### src/rtl/infra_pkg.sv
`default_nettype none

package infra_pkg;

  // APB port geometry.
  localparam int unsigned ADDR_W = 4;
  localparam int unsigned DATA_W = 32;

  // Reset sequencing.
  localparam int unsigned HOLD_W = 16;                          // Hold field and counter.
  localparam logic [HOLD_W-1:0] HOLD_DEFAULT = HOLD_W'(16);     // Pulse length out of reset.
  localparam int unsigned SYNC_STAGES = 4;                      // Release delay of domain_rst.

  // Monitoring.
  localparam int unsigned CNT_W = 8;                            // Saturates at 255.
  localparam int unsigned READY_TIMEOUT = 64;                   // Cycles allowed for dly_rdy.

  // Register map, byte addresses.
  localparam logic [ADDR_W-1:0] ADDR_CTRL   = 4'h0;
  localparam logic [ADDR_W-1:0] ADDR_STATUS = 4'h4;
  localparam logic [ADDR_W-1:0] ADDR_LOSS   = 4'h8;

  // Write-only fields.
  localparam int unsigned CTRL_RESTART_BIT = 31;                // Soft restart, self clearing.
  localparam int unsigned STATUS_CLEAR_BIT = 4;                 // Write 1 clears lock_lost.

endpackage

`default_nettype wire

### src/rtl/infra_csr.sv
`timescale 1ns/1ns
`default_nettype none

module infra_csr (
  input  logic                         sync_clk,
  input  logic                         sync_rst,
  input  logic [infra_pkg::ADDR_W-1:0] paddr,
  input  logic                         psel,
  input  logic                         penable,
  input  logic                         pwrite,
  input  logic [infra_pkg::DATA_W-1:0] pwdata,
  output logic [infra_pkg::DATA_W-1:0] prdata,
  output logic                         pready,
  output logic                         pslverr,
  input  logic                         lock,
  input  logic                         periph_rst,
  input  logic                         cal_done,
  input  logic                         cal_timeout,
  input  logic                         lock_lost,
  input  logic [infra_pkg::CNT_W-1:0]  loss_count,
  output logic [infra_pkg::HOLD_W-1:0] hold_len,
  output logic                         restart_pulse,
  output logic                         clear_lost
);

  import infra_pkg::*;

  logic              access;     // First access cycle, the wait state.
  logic              wr_commit;  // Second access cycle of a write.
  logic              sel_ctrl;
  logic              sel_status;
  logic              sel_loss;
  logic              addr_ok;
  logic [DATA_W-1:0] rd_mux;

  assign access    = psel & penable & ~pready;
  assign wr_commit = psel & penable & pready & pwrite;

  assign sel_ctrl   = (paddr == ADDR_CTRL);
  assign sel_status = (paddr == ADDR_STATUS);
  assign sel_loss   = (paddr == ADDR_LOSS);
  assign addr_ok    = sel_ctrl | sel_status | sel_loss;

  // Read mux. soft_restart reads back as zero.
  always_comb begin
    rd_mux = '0;
    if (sel_ctrl) begin
      rd_mux[HOLD_W-1:0] = hold_len;
    end else if (sel_status) begin
      rd_mux[STATUS_CLEAR_BIT:0] = {lock_lost, cal_timeout, cal_done, periph_rst, lock};
    end else if (sel_loss) begin
      rd_mux[CNT_W-1:0] = loss_count;
    end
  end

  always_ff @(posedge sync_clk or posedge sync_rst) begin
    if (sync_rst) begin
      pready        <= 1'b0;
      pslverr       <= 1'b0;
      hold_len      <= HOLD_DEFAULT;
      restart_pulse <= 1'b0;
      clear_lost    <= 1'b0;
    end else begin
      pready  <= access;             // One wait state.
      pslverr <= access & ~addr_ok;  // Unmapped address.
      restart_pulse <= wr_commit & sel_ctrl & pwdata[CTRL_RESTART_BIT];
      clear_lost    <= wr_commit & sel_status & pwdata[STATUS_CLEAR_BIT];
      if (wr_commit && sel_ctrl) begin
        hold_len <= pwdata[HOLD_W-1:0];
      end
    end
  end

  // Read data is captured in the wait state and held through pready.
  always_ff @(posedge sync_clk) begin
    if (access) begin
      prdata <= rd_mux;
    end
  end

  // The slave only completes a transfer the master is still presenting.
  a_pready_in_access: assert property (
    @(posedge sync_clk) disable iff (sync_rst)
    pready |-> (psel && penable)
  );

endmodule

`default_nettype wire

### src/rtl/infra_top.sv
`timescale 1ns/1ns
`default_nettype none

module infra_top (
  input  logic                         sync_clk,
  input  logic                         sync_rst,
  input  logic                         lock,
  input  logic                         dly_rdy,
  input  logic [infra_pkg::ADDR_W-1:0] paddr,
  input  logic                         psel,
  input  logic                         penable,
  input  logic                         pwrite,
  input  logic [infra_pkg::DATA_W-1:0] pwdata,
  output logic [infra_pkg::DATA_W-1:0] prdata,
  output logic                         pready,
  output logic                         pslverr,
  output logic                         domain_rst,
  output logic                         periph_rst,
  output logic                         cal_done,
  output logic                         cal_timeout
);

  import infra_pkg::*;

  logic [HOLD_W-1:0] hold_len;
  logic              restart_pulse;
  logic              clear_lost;
  logic              lock_lost;
  logic [CNT_W-1:0]  loss_count;

  rst_sync #(
    .STAGES(SYNC_STAGES)
  ) u_rst_sync (
    .sync_clk  (sync_clk),
    .sync_rst  (sync_rst),
    .lock      (lock),
    .domain_rst(domain_rst)
  );

  rst_sequencer u_rst_sequencer (
    .sync_clk     (sync_clk),
    .sync_rst     (sync_rst),
    .lock         (lock),
    .hold_len     (hold_len),
    .restart_pulse(restart_pulse),
    .periph_rst   (periph_rst)
  );

  lock_monitor u_lock_monitor (
    .sync_clk  (sync_clk),
    .sync_rst  (sync_rst),
    .lock      (lock),
    .clear_lost(clear_lost),
    .lock_lost (lock_lost),
    .loss_count(loss_count)
  );

  ready_watchdog u_ready_watchdog (
    .sync_clk   (sync_clk),
    .sync_rst   (sync_rst),
    .periph_rst (periph_rst),
    .dly_rdy    (dly_rdy),
    .cal_done   (cal_done),
    .cal_timeout(cal_timeout)
  );

  infra_csr u_infra_csr (
    .sync_clk     (sync_clk),
    .sync_rst     (sync_rst),
    .paddr        (paddr),
    .psel         (psel),
    .penable      (penable),
    .pwrite       (pwrite),
    .pwdata       (pwdata),
    .prdata       (prdata),
    .pready       (pready),
    .pslverr      (pslverr),
    .lock         (lock),
    .periph_rst   (periph_rst),
    .cal_done     (cal_done),
    .cal_timeout  (cal_timeout),
    .lock_lost    (lock_lost),
    .loss_count   (loss_count),
    .hold_len     (hold_len),
    .restart_pulse(restart_pulse),
    .clear_lost   (clear_lost)
  );

endmodule

`default_nettype wire

### src/rtl/lock_monitor.sv
`timescale 1ns/1ns
`default_nettype none

module lock_monitor (
  input  logic                        sync_clk,
  input  logic                        sync_rst,
  input  logic                        lock,
  input  logic                        clear_lost,
  output logic                        lock_lost,
  output logic [infra_pkg::CNT_W-1:0] loss_count
);

  import infra_pkg::*;

  logic lock_q;
  logic lock_fall;

  assign lock_fall = lock_q & ~lock;  // Falling edge of lock.

  always_ff @(posedge sync_clk or posedge sync_rst) begin
    if (sync_rst) begin
      lock_q     <= 1'b0;
      lock_lost  <= 1'b0;
      loss_count <= '0;
    end else begin
      lock_q <= lock;
      if (lock_fall) begin
        lock_lost <= 1'b1;  // A new loss wins over a clear.
      end else if (clear_lost) begin
        lock_lost <= 1'b0;
      end
      if (lock_fall && loss_count != {CNT_W{1'b1}}) begin
        loss_count <= loss_count + 1'b1;  // Saturating.
      end
    end
  end

endmodule

`default_nettype wire

### src/rtl/ready_watchdog.sv
`timescale 1ns/1ns
`default_nettype none

module ready_watchdog (
  input  logic sync_clk,
  input  logic sync_rst,
  input  logic periph_rst,
  input  logic dly_rdy,
  output logic cal_done,
  output logic cal_timeout
);

  import infra_pkg::*;

  logic                               armed;
  logic [$clog2(READY_TIMEOUT)-1:0]   wait_cnt;

  always_ff @(posedge sync_clk or posedge sync_rst) begin
    if (sync_rst) begin
      armed       <= 1'b0;
      wait_cnt    <= '0;
      cal_done    <= 1'b0;
      cal_timeout <= 1'b0;
    end else if (periph_rst) begin
      armed       <= 1'b1;  // Restart the wait on every reset pulse.
      wait_cnt    <= '0;
      cal_done    <= 1'b0;
      cal_timeout <= 1'b0;
    end else if (armed) begin
      if (dly_rdy) begin
        cal_done <= 1'b1;  // Ready beats a timeout on the same edge.
        armed    <= 1'b0;
      end else if (wait_cnt == READY_TIMEOUT - 1) begin
        cal_timeout <= 1'b1;
        armed       <= 1'b0;
      end else begin
        wait_cnt <= wait_cnt + 1'b1;
      end
    end
  end

  // Only one verdict per wait.
  a_one_verdict: assert property (
    @(posedge sync_clk) disable iff (sync_rst)
    !(cal_done && cal_timeout)
  );

endmodule

`default_nettype wire

### src/rtl/rst_sequencer.sv
`timescale 1ns/1ns
`default_nettype none

module rst_sequencer (
  input  logic                         sync_clk,
  input  logic                         sync_rst,
  input  logic                         lock,
  input  logic [infra_pkg::HOLD_W-1:0] hold_len,
  input  logic                         restart_pulse,
  output logic                         periph_rst
);

  import infra_pkg::*;

  logic              lock_q;
  logic              active;
  logic [HOLD_W-1:0] hold_cnt;
  logic              start;

  assign start = (lock & ~lock_q) | restart_pulse;  // Lock rise or soft restart.

  always_ff @(posedge sync_clk or posedge sync_rst) begin
    if (sync_rst) begin
      lock_q   <= 1'b0;
      active   <= 1'b0;
      hold_cnt <= '0;
    end else begin
      lock_q <= lock;
      if (!lock) begin
        active   <= 1'b0;  // Lock loss aborts the pulse.
        hold_cnt <= '0;
      end else if (start) begin
        active   <= (hold_len != '0);  // Zero length means no pulse.
        hold_cnt <= HOLD_W'(1);
      end else if (active) begin
        if (hold_cnt >= hold_len) begin
          active <= 1'b0;  // Length reached.
        end else begin
          hold_cnt <= hold_cnt + 1'b1;
        end
      end
    end
  end

  // Gated by lock, as the MMCM may drop at any time.
  assign periph_rst = active & lock;

  // No pulse unless lock holds now and held on the edge before.
  a_no_rst_without_lock: assert property (
    @(posedge sync_clk) disable iff (sync_rst)
    !(lock && lock_q) |-> !periph_rst
  );

endmodule

`default_nettype wire

### src/rtl/rst_sync.sv
`timescale 1ns/1ns
`default_nettype none

module rst_sync #(
  parameter int unsigned STAGES = infra_pkg::SYNC_STAGES
) (
  input  logic sync_clk,
  input  logic sync_rst,
  input  logic lock,
  output logic domain_rst
);

  logic              async_rst;
  logic [STAGES-1:0] sync_reg;

  assign async_rst = sync_rst | ~lock;  // Either source holds the domain.

  // Asserts at once, releases after STAGES clean edges.
  always_ff @(posedge sync_clk or posedge async_rst) begin
    if (async_rst) begin
      sync_reg <= '1;
    end else begin
      sync_reg <= sync_reg << 1;  // Shift zeros toward the output.
    end
  end

  assign domain_rst = sync_reg[STAGES-1];

endmodule

`default_nettype wire

### config.mk
export PLATFORM = sky130hd
export DESIGN_NAME = infra_top
export DESIGN_NICKNAME = d
export VERILOG_FILES = /design/src/rtl/infra_pkg.sv /design/src/rtl/infra_csr.sv /design/src/rtl/infra_top.sv /design/src/rtl/lock_monitor.sv /design/src/rtl/ready_watchdog.sv /design/src/rtl/rst_sequencer.sv /design/src/rtl/rst_sync.sv
export SDC_FILE = /design/constraint.sdc
export NUM_CORES = 1
export LEC_CHECK = 0
export BUFFER_PORTS_ARGS = -buffer_cell sky130_fd_sc_hd__buf_2
export CAP_MARGIN = 20
export CORE_ASPECT_RATIO = 0.9
export CORE_MARGIN = 10
export CORE_UTILIZATION = 54
export DETAILED_ROUTE_END_ITERATION = 8
export MAX_ROUTING_LAYER = met4
export PLACE_DENSITY = 0.88
export SYNTH_ARGS = -nofsm -noshare
export SYNTH_HDL_FRONTEND = slang
export SYNTH_SLANG_ARGS = --single-unit
### constraint.sdc
create_clock -name sync_clk -period 2.8 [get_ports sync_clk]
set_input_delay 0.28 -clock sync_clk [delete_from_list [all_inputs] [get_ports sync_clk]]
set_output_delay 0.28 -clock sync_clk [all_outputs]
set_load 0.1 [all_outputs]
==> run summary <==
The run finished with clean final reports. Setup repair after global routing left no endpoint under its margin. The cell area after technology mapping came out at 0.003715 mm². The largest fanout on the critical path is 12. The floorplan step set the die height to 98.69 µm. The data arrival time of the critical path came out at 2.70 ns. After synthesis, the cell types taking the most area are sky130_fd_sc_hd__dfrtp_1 (37%), sky130_fd_sc_hd__edfxtp_1 (13%), sky130_fd_sc_hd__ha_1 (6.4%). The die outline width is 107.4 µm. The global placement routability congestion is 0.8673. At the pin with the least slew margin, the transition time is 0.9240 ns. Measured against its own limit, the worst slew margin works out to 37.93%. The yosys synthesis warning count is 0. The worst register-to-register path begins at u_infra_csr.hold_len[0]. The top flip-flop cell by instance count after synthesis is sky130_fd_sc_hd__dfrtp_1.

The cell count after synthesis is 360. Compared with the post-synthesis result, the final layout area differs by 14.01%. The number of global-route vias before repair is 2910. In this run, distinct cell masters in the synthesized netlist total 43. The worst setup path is launched from a register. The CTS tree is built. Once layout is done, the placed cells without fillers occupy 0.004235 mm². The number of search-and-repair iterations in the first detailed-routing pass came out at 5.

Once detail routing completed, the nets flagged for antenna violations numbered 0. At the end of the flow, the number of nets in the layout was 480. After detailed routing, no signal wire sits above met4.

The endpoint identified for the worst register-to-register timing path is u_rst_sequencer.hold_cnt[13]. By startpoint and endpoint, the worst setup path is classified as reg2reg. The die covers 0.01060 mm².

The total count of max-transition violations in the final report came out at 0. The number of antenna diodes in the final layout is 0. The post-synthesis average cell area is 10.32 µm². The count of final setup violators came out at 0.

The count of hold buffers inserted by post-cts repair is 0. The detailed-routed wire length on met2 came out at 3969 µm. Post-CTS repair changed the size of 0 cells. The biggest area contributor in the post-synthesis netlist is sky130_fd_sc_hd__dfrtp_1. In the final routed layout, each cell accounts on average for 16.18 µm. Including well taps, the total number of placed cells is 495. The kind of end point of the critical path is a register.

The clock skew after layout is 0.006327 ns. The post-route netlist has 19.86% of its cells at a drive strength greater than 1. The routed design could run at a clock period as short as 2.432 ns. The aggregate negative setup slack came out at 0 ns. The global route total overflow is 0.

Dividing the detail-routed via count by the number of cells gives 5.635. Summing internal, switching and leakage power gives 0.002647 W. Across the run, the number of max-cap violations was 0. Once placement finished, the instance area stood at 0.004005 mm². The initial detailed-routing violation count is 316. For this block, the via count after detailed routing is 2891. The port buffer count is 49.

Counting the buffers created by CTS gives 9. The sequential fraction of the synthesis area is 53.52%. The number of rows in the core area came out at 28. The placeable core region came out at 0.006621 mm². The internal reg-to-reg setup slack is 0.37 ns. The later pin in the worst-skew pair is clocked with a latency of 0.35 ns.

The min-delay analysis places its worst path in the category in2async. After detailed routing, the number of remaining DRC violations is 0. Counting flops with a built-in enable in the synthesized netlist gives 16. Counting flops and latches in the post-synthesis netlist gives 76.

The area share of the largest cell type after synthesis is 37.05%. The largest net degree at the start of global routing came out at 57. The part of the cycle the worst path needs is 86.85%.

Detailed placement ended at an HPWL of 6155 µm. The H-tree depth reported by CTS is 3. The maximum buffer depth of the clock tree came out at 2. For the worst setup path, the data required time is 3.06 ns. The initial utilization of the core area, before any placement, comes to 56.10%.

The highest attainable clock frequency came out at 411.2 MHz. Clock tree synthesis found a total of 76 sinks. The post-CTS setup-driven buffer insertion count is 0. For this run, the total global-route usage over all layers was measured as 16.05%.

The met1 layer wirelength in the final routing is 3380 µm. The routed design uses 610 µm of met3 wire. The power density normalized to cell area came out at 624.9 mW/mm². The first-pass GRT wire length is 13300 µm.

The largest registers in the layout are u_infra_csr.hold_len: 16 flops, u_infra_csr.prdata: 16 flops, u_rst_sequencer.hold_cnt: 16 flops. The initial antenna violation count came out at 0. During I/O placement, the number of pins put on the boundary was 81. Of all flip-flops after synthesis, the portion carrying an async set or reset was 78.95%.

The cell leakage power came out at 2.022 nW. The number of endpoints with negative hold slack in the final report came out at 0. The cell sitting at the root of the clock tree is a sky130_fd_sc_hd__clkbuf_8.

The final cell count without fillers came out at 513. The worst vdd rail ir drop came out at 0.2932 mV. The depth of the worst register-to-register path came out at 7.

The post-CTS clock slew at the launch and capture registers of the worst setup and hold paths is 0.07 ns. For this block, the routed nets add up to 8300 µm of wire.
[through the flow]
stage               worst slack [ns]  util, %  hold WS (ns)
floorplan                     0.6031        -        0.3114
global placement              0.3306    60.49        0.3465
detailed placement            0.2195    60.49        0.3490
CTS                           0.2049    63.74        0.1321
global route                  0.2580    63.96        0.1381
finish                        0.3681    63.96        0.1207
[cell families after synthesis]
group	share of synthesized area, %
adder cells (fa/ha/maj)	6.400
buffers and inverters	6.534
flip-flops	53.52
multiplexers	1.145
AO/OA/AOI/OAI	11.45
XOR/XNOR	3.537
other	0.1009
AND/OR/NAND/NOR	17.31
[cell type report]
cell class | instances | area (µm²)
Inverter | 22 | 82.58
Multi-Input combinational cell | 254 | 1546
Timing Repair Buffer | 55 | 290.3
Fill cell | 470 | 2386
Clock inverter | 6 | 77.57
Sequential cell | 76 | 1988
Tap cell | 90 | 112.6
Clock buffer | 10 | 137.6
[layout by cell type (no fill, tap or decap), types with 3 or more instances in the layout]
cell type / instances
sky130_fd_sc_hd__a21oi_1: 18
sky130_fd_sc_hd__nor3_1: 4
sky130_fd_sc_hd__buf_2: 49
sky130_fd_sc_hd__ha_1: 19
sky130_fd_sc_hd__inv_1: 21
sky130_fd_sc_hd__nand3_1: 12
sky130_fd_sc_hd__or3_1: 12
sky130_fd_sc_hd__o21ai_0: 30
sky130_fd_sc_hd__dfstp_2: 5
sky130_fd_sc_hd__xor2_1: 9
sky130_fd_sc_hd__dfrtp_1: 55
sky130_fd_sc_hd__nor2_1: 25
sky130_fd_sc_hd__conb_1: 17
sky130_fd_sc_hd__edfxtp_1: 16
sky130_fd_sc_hd__and2_1: 4
sky130_fd_sc_hd__a22oi_1: 4
sky130_fd_sc_hd__buf_4: 6
sky130_fd_sc_hd__and3_1: 7
sky130_fd_sc_hd__o21ai_1: 9
sky130_fd_sc_hd__nor4_1: 5
sky130_fd_sc_hd__xnor2_1: 6
sky130_fd_sc_hd__nand2b_1: 4
sky130_fd_sc_hd__clkbuf_8: 10
sky130_fd_sc_hd__nand2_1: 33
sky130_fd_sc_hd__nor2b_1: 3
sky130_fd_sc_hd__nand4_1: 12
[cell usage after synthesis (all sizes together) (3+ instances only)]
master  count
nor2       26
dfstp       5
edfxtp     16
nand2      33
a22oi       4
nand3      13
nor3        4
inv        22
and3        7
clkbuf      5
and2        4
o21ai      40
nor2b       3
dfrtp      55
or3        12
nand2b      5
xor2        9
buf        19
nand4      12
a21oi      18
nor4        5
ha         19
xnor2       6
[how the worst max path moves through the flow]
stage | start | endpoint | depth (start not counted)
floorplan | u_rst_sequencer.hold_cnt[0] | u_rst_sequencer.hold_cnt[11] | 9
global placement | u_infra_csr.hold_len[0] | u_rst_sequencer.hold_cnt[4] | 7
detailed placement | u_rst_sequencer.hold_cnt[0] | u_rst_sequencer.hold_cnt[4] | 8
CTS | u_rst_sequencer.hold_cnt[0] | u_rst_sequencer.hold_cnt[10] | 8
global route | u_infra_csr.hold_len[0] | u_rst_sequencer.hold_cnt[11] | 7
finish | u_infra_csr.hold_len[0] | u_rst_sequencer.hold_cnt[13] | 7
[power by group]
group,internal [W],switching [W],total [W]
registers,0.00123,0.0000772,0.00130
clock network,0.000517,0.000380,0.000896
logic,0.000111,0.000336,0.000447
[layer usage]
layer	GRT usage, %	up-vias
met2	25.16	128
met1	17.68	1379
li1	-	1349
met4	10.68	0
met3	4.167	35
met5	-	-
[critical path: stages (launching register included)]
cell	delay, ns
sky130_fd_sc_hd__dfrtp_1	0.43
sky130_fd_sc_hd__ha_1	0.31
sky130_fd_sc_hd__nand2b_4	0.14
sky130_fd_sc_hd__a2111o_1	0.43
sky130_fd_sc_hd__a31oi_2	0.23
sky130_fd_sc_hd__nand3_2	0.23
sky130_fd_sc_hd__or3_1	0.42
sky130_fd_sc_hd__a21oi_1	0.16
Power figures use the tool's default switching activity.
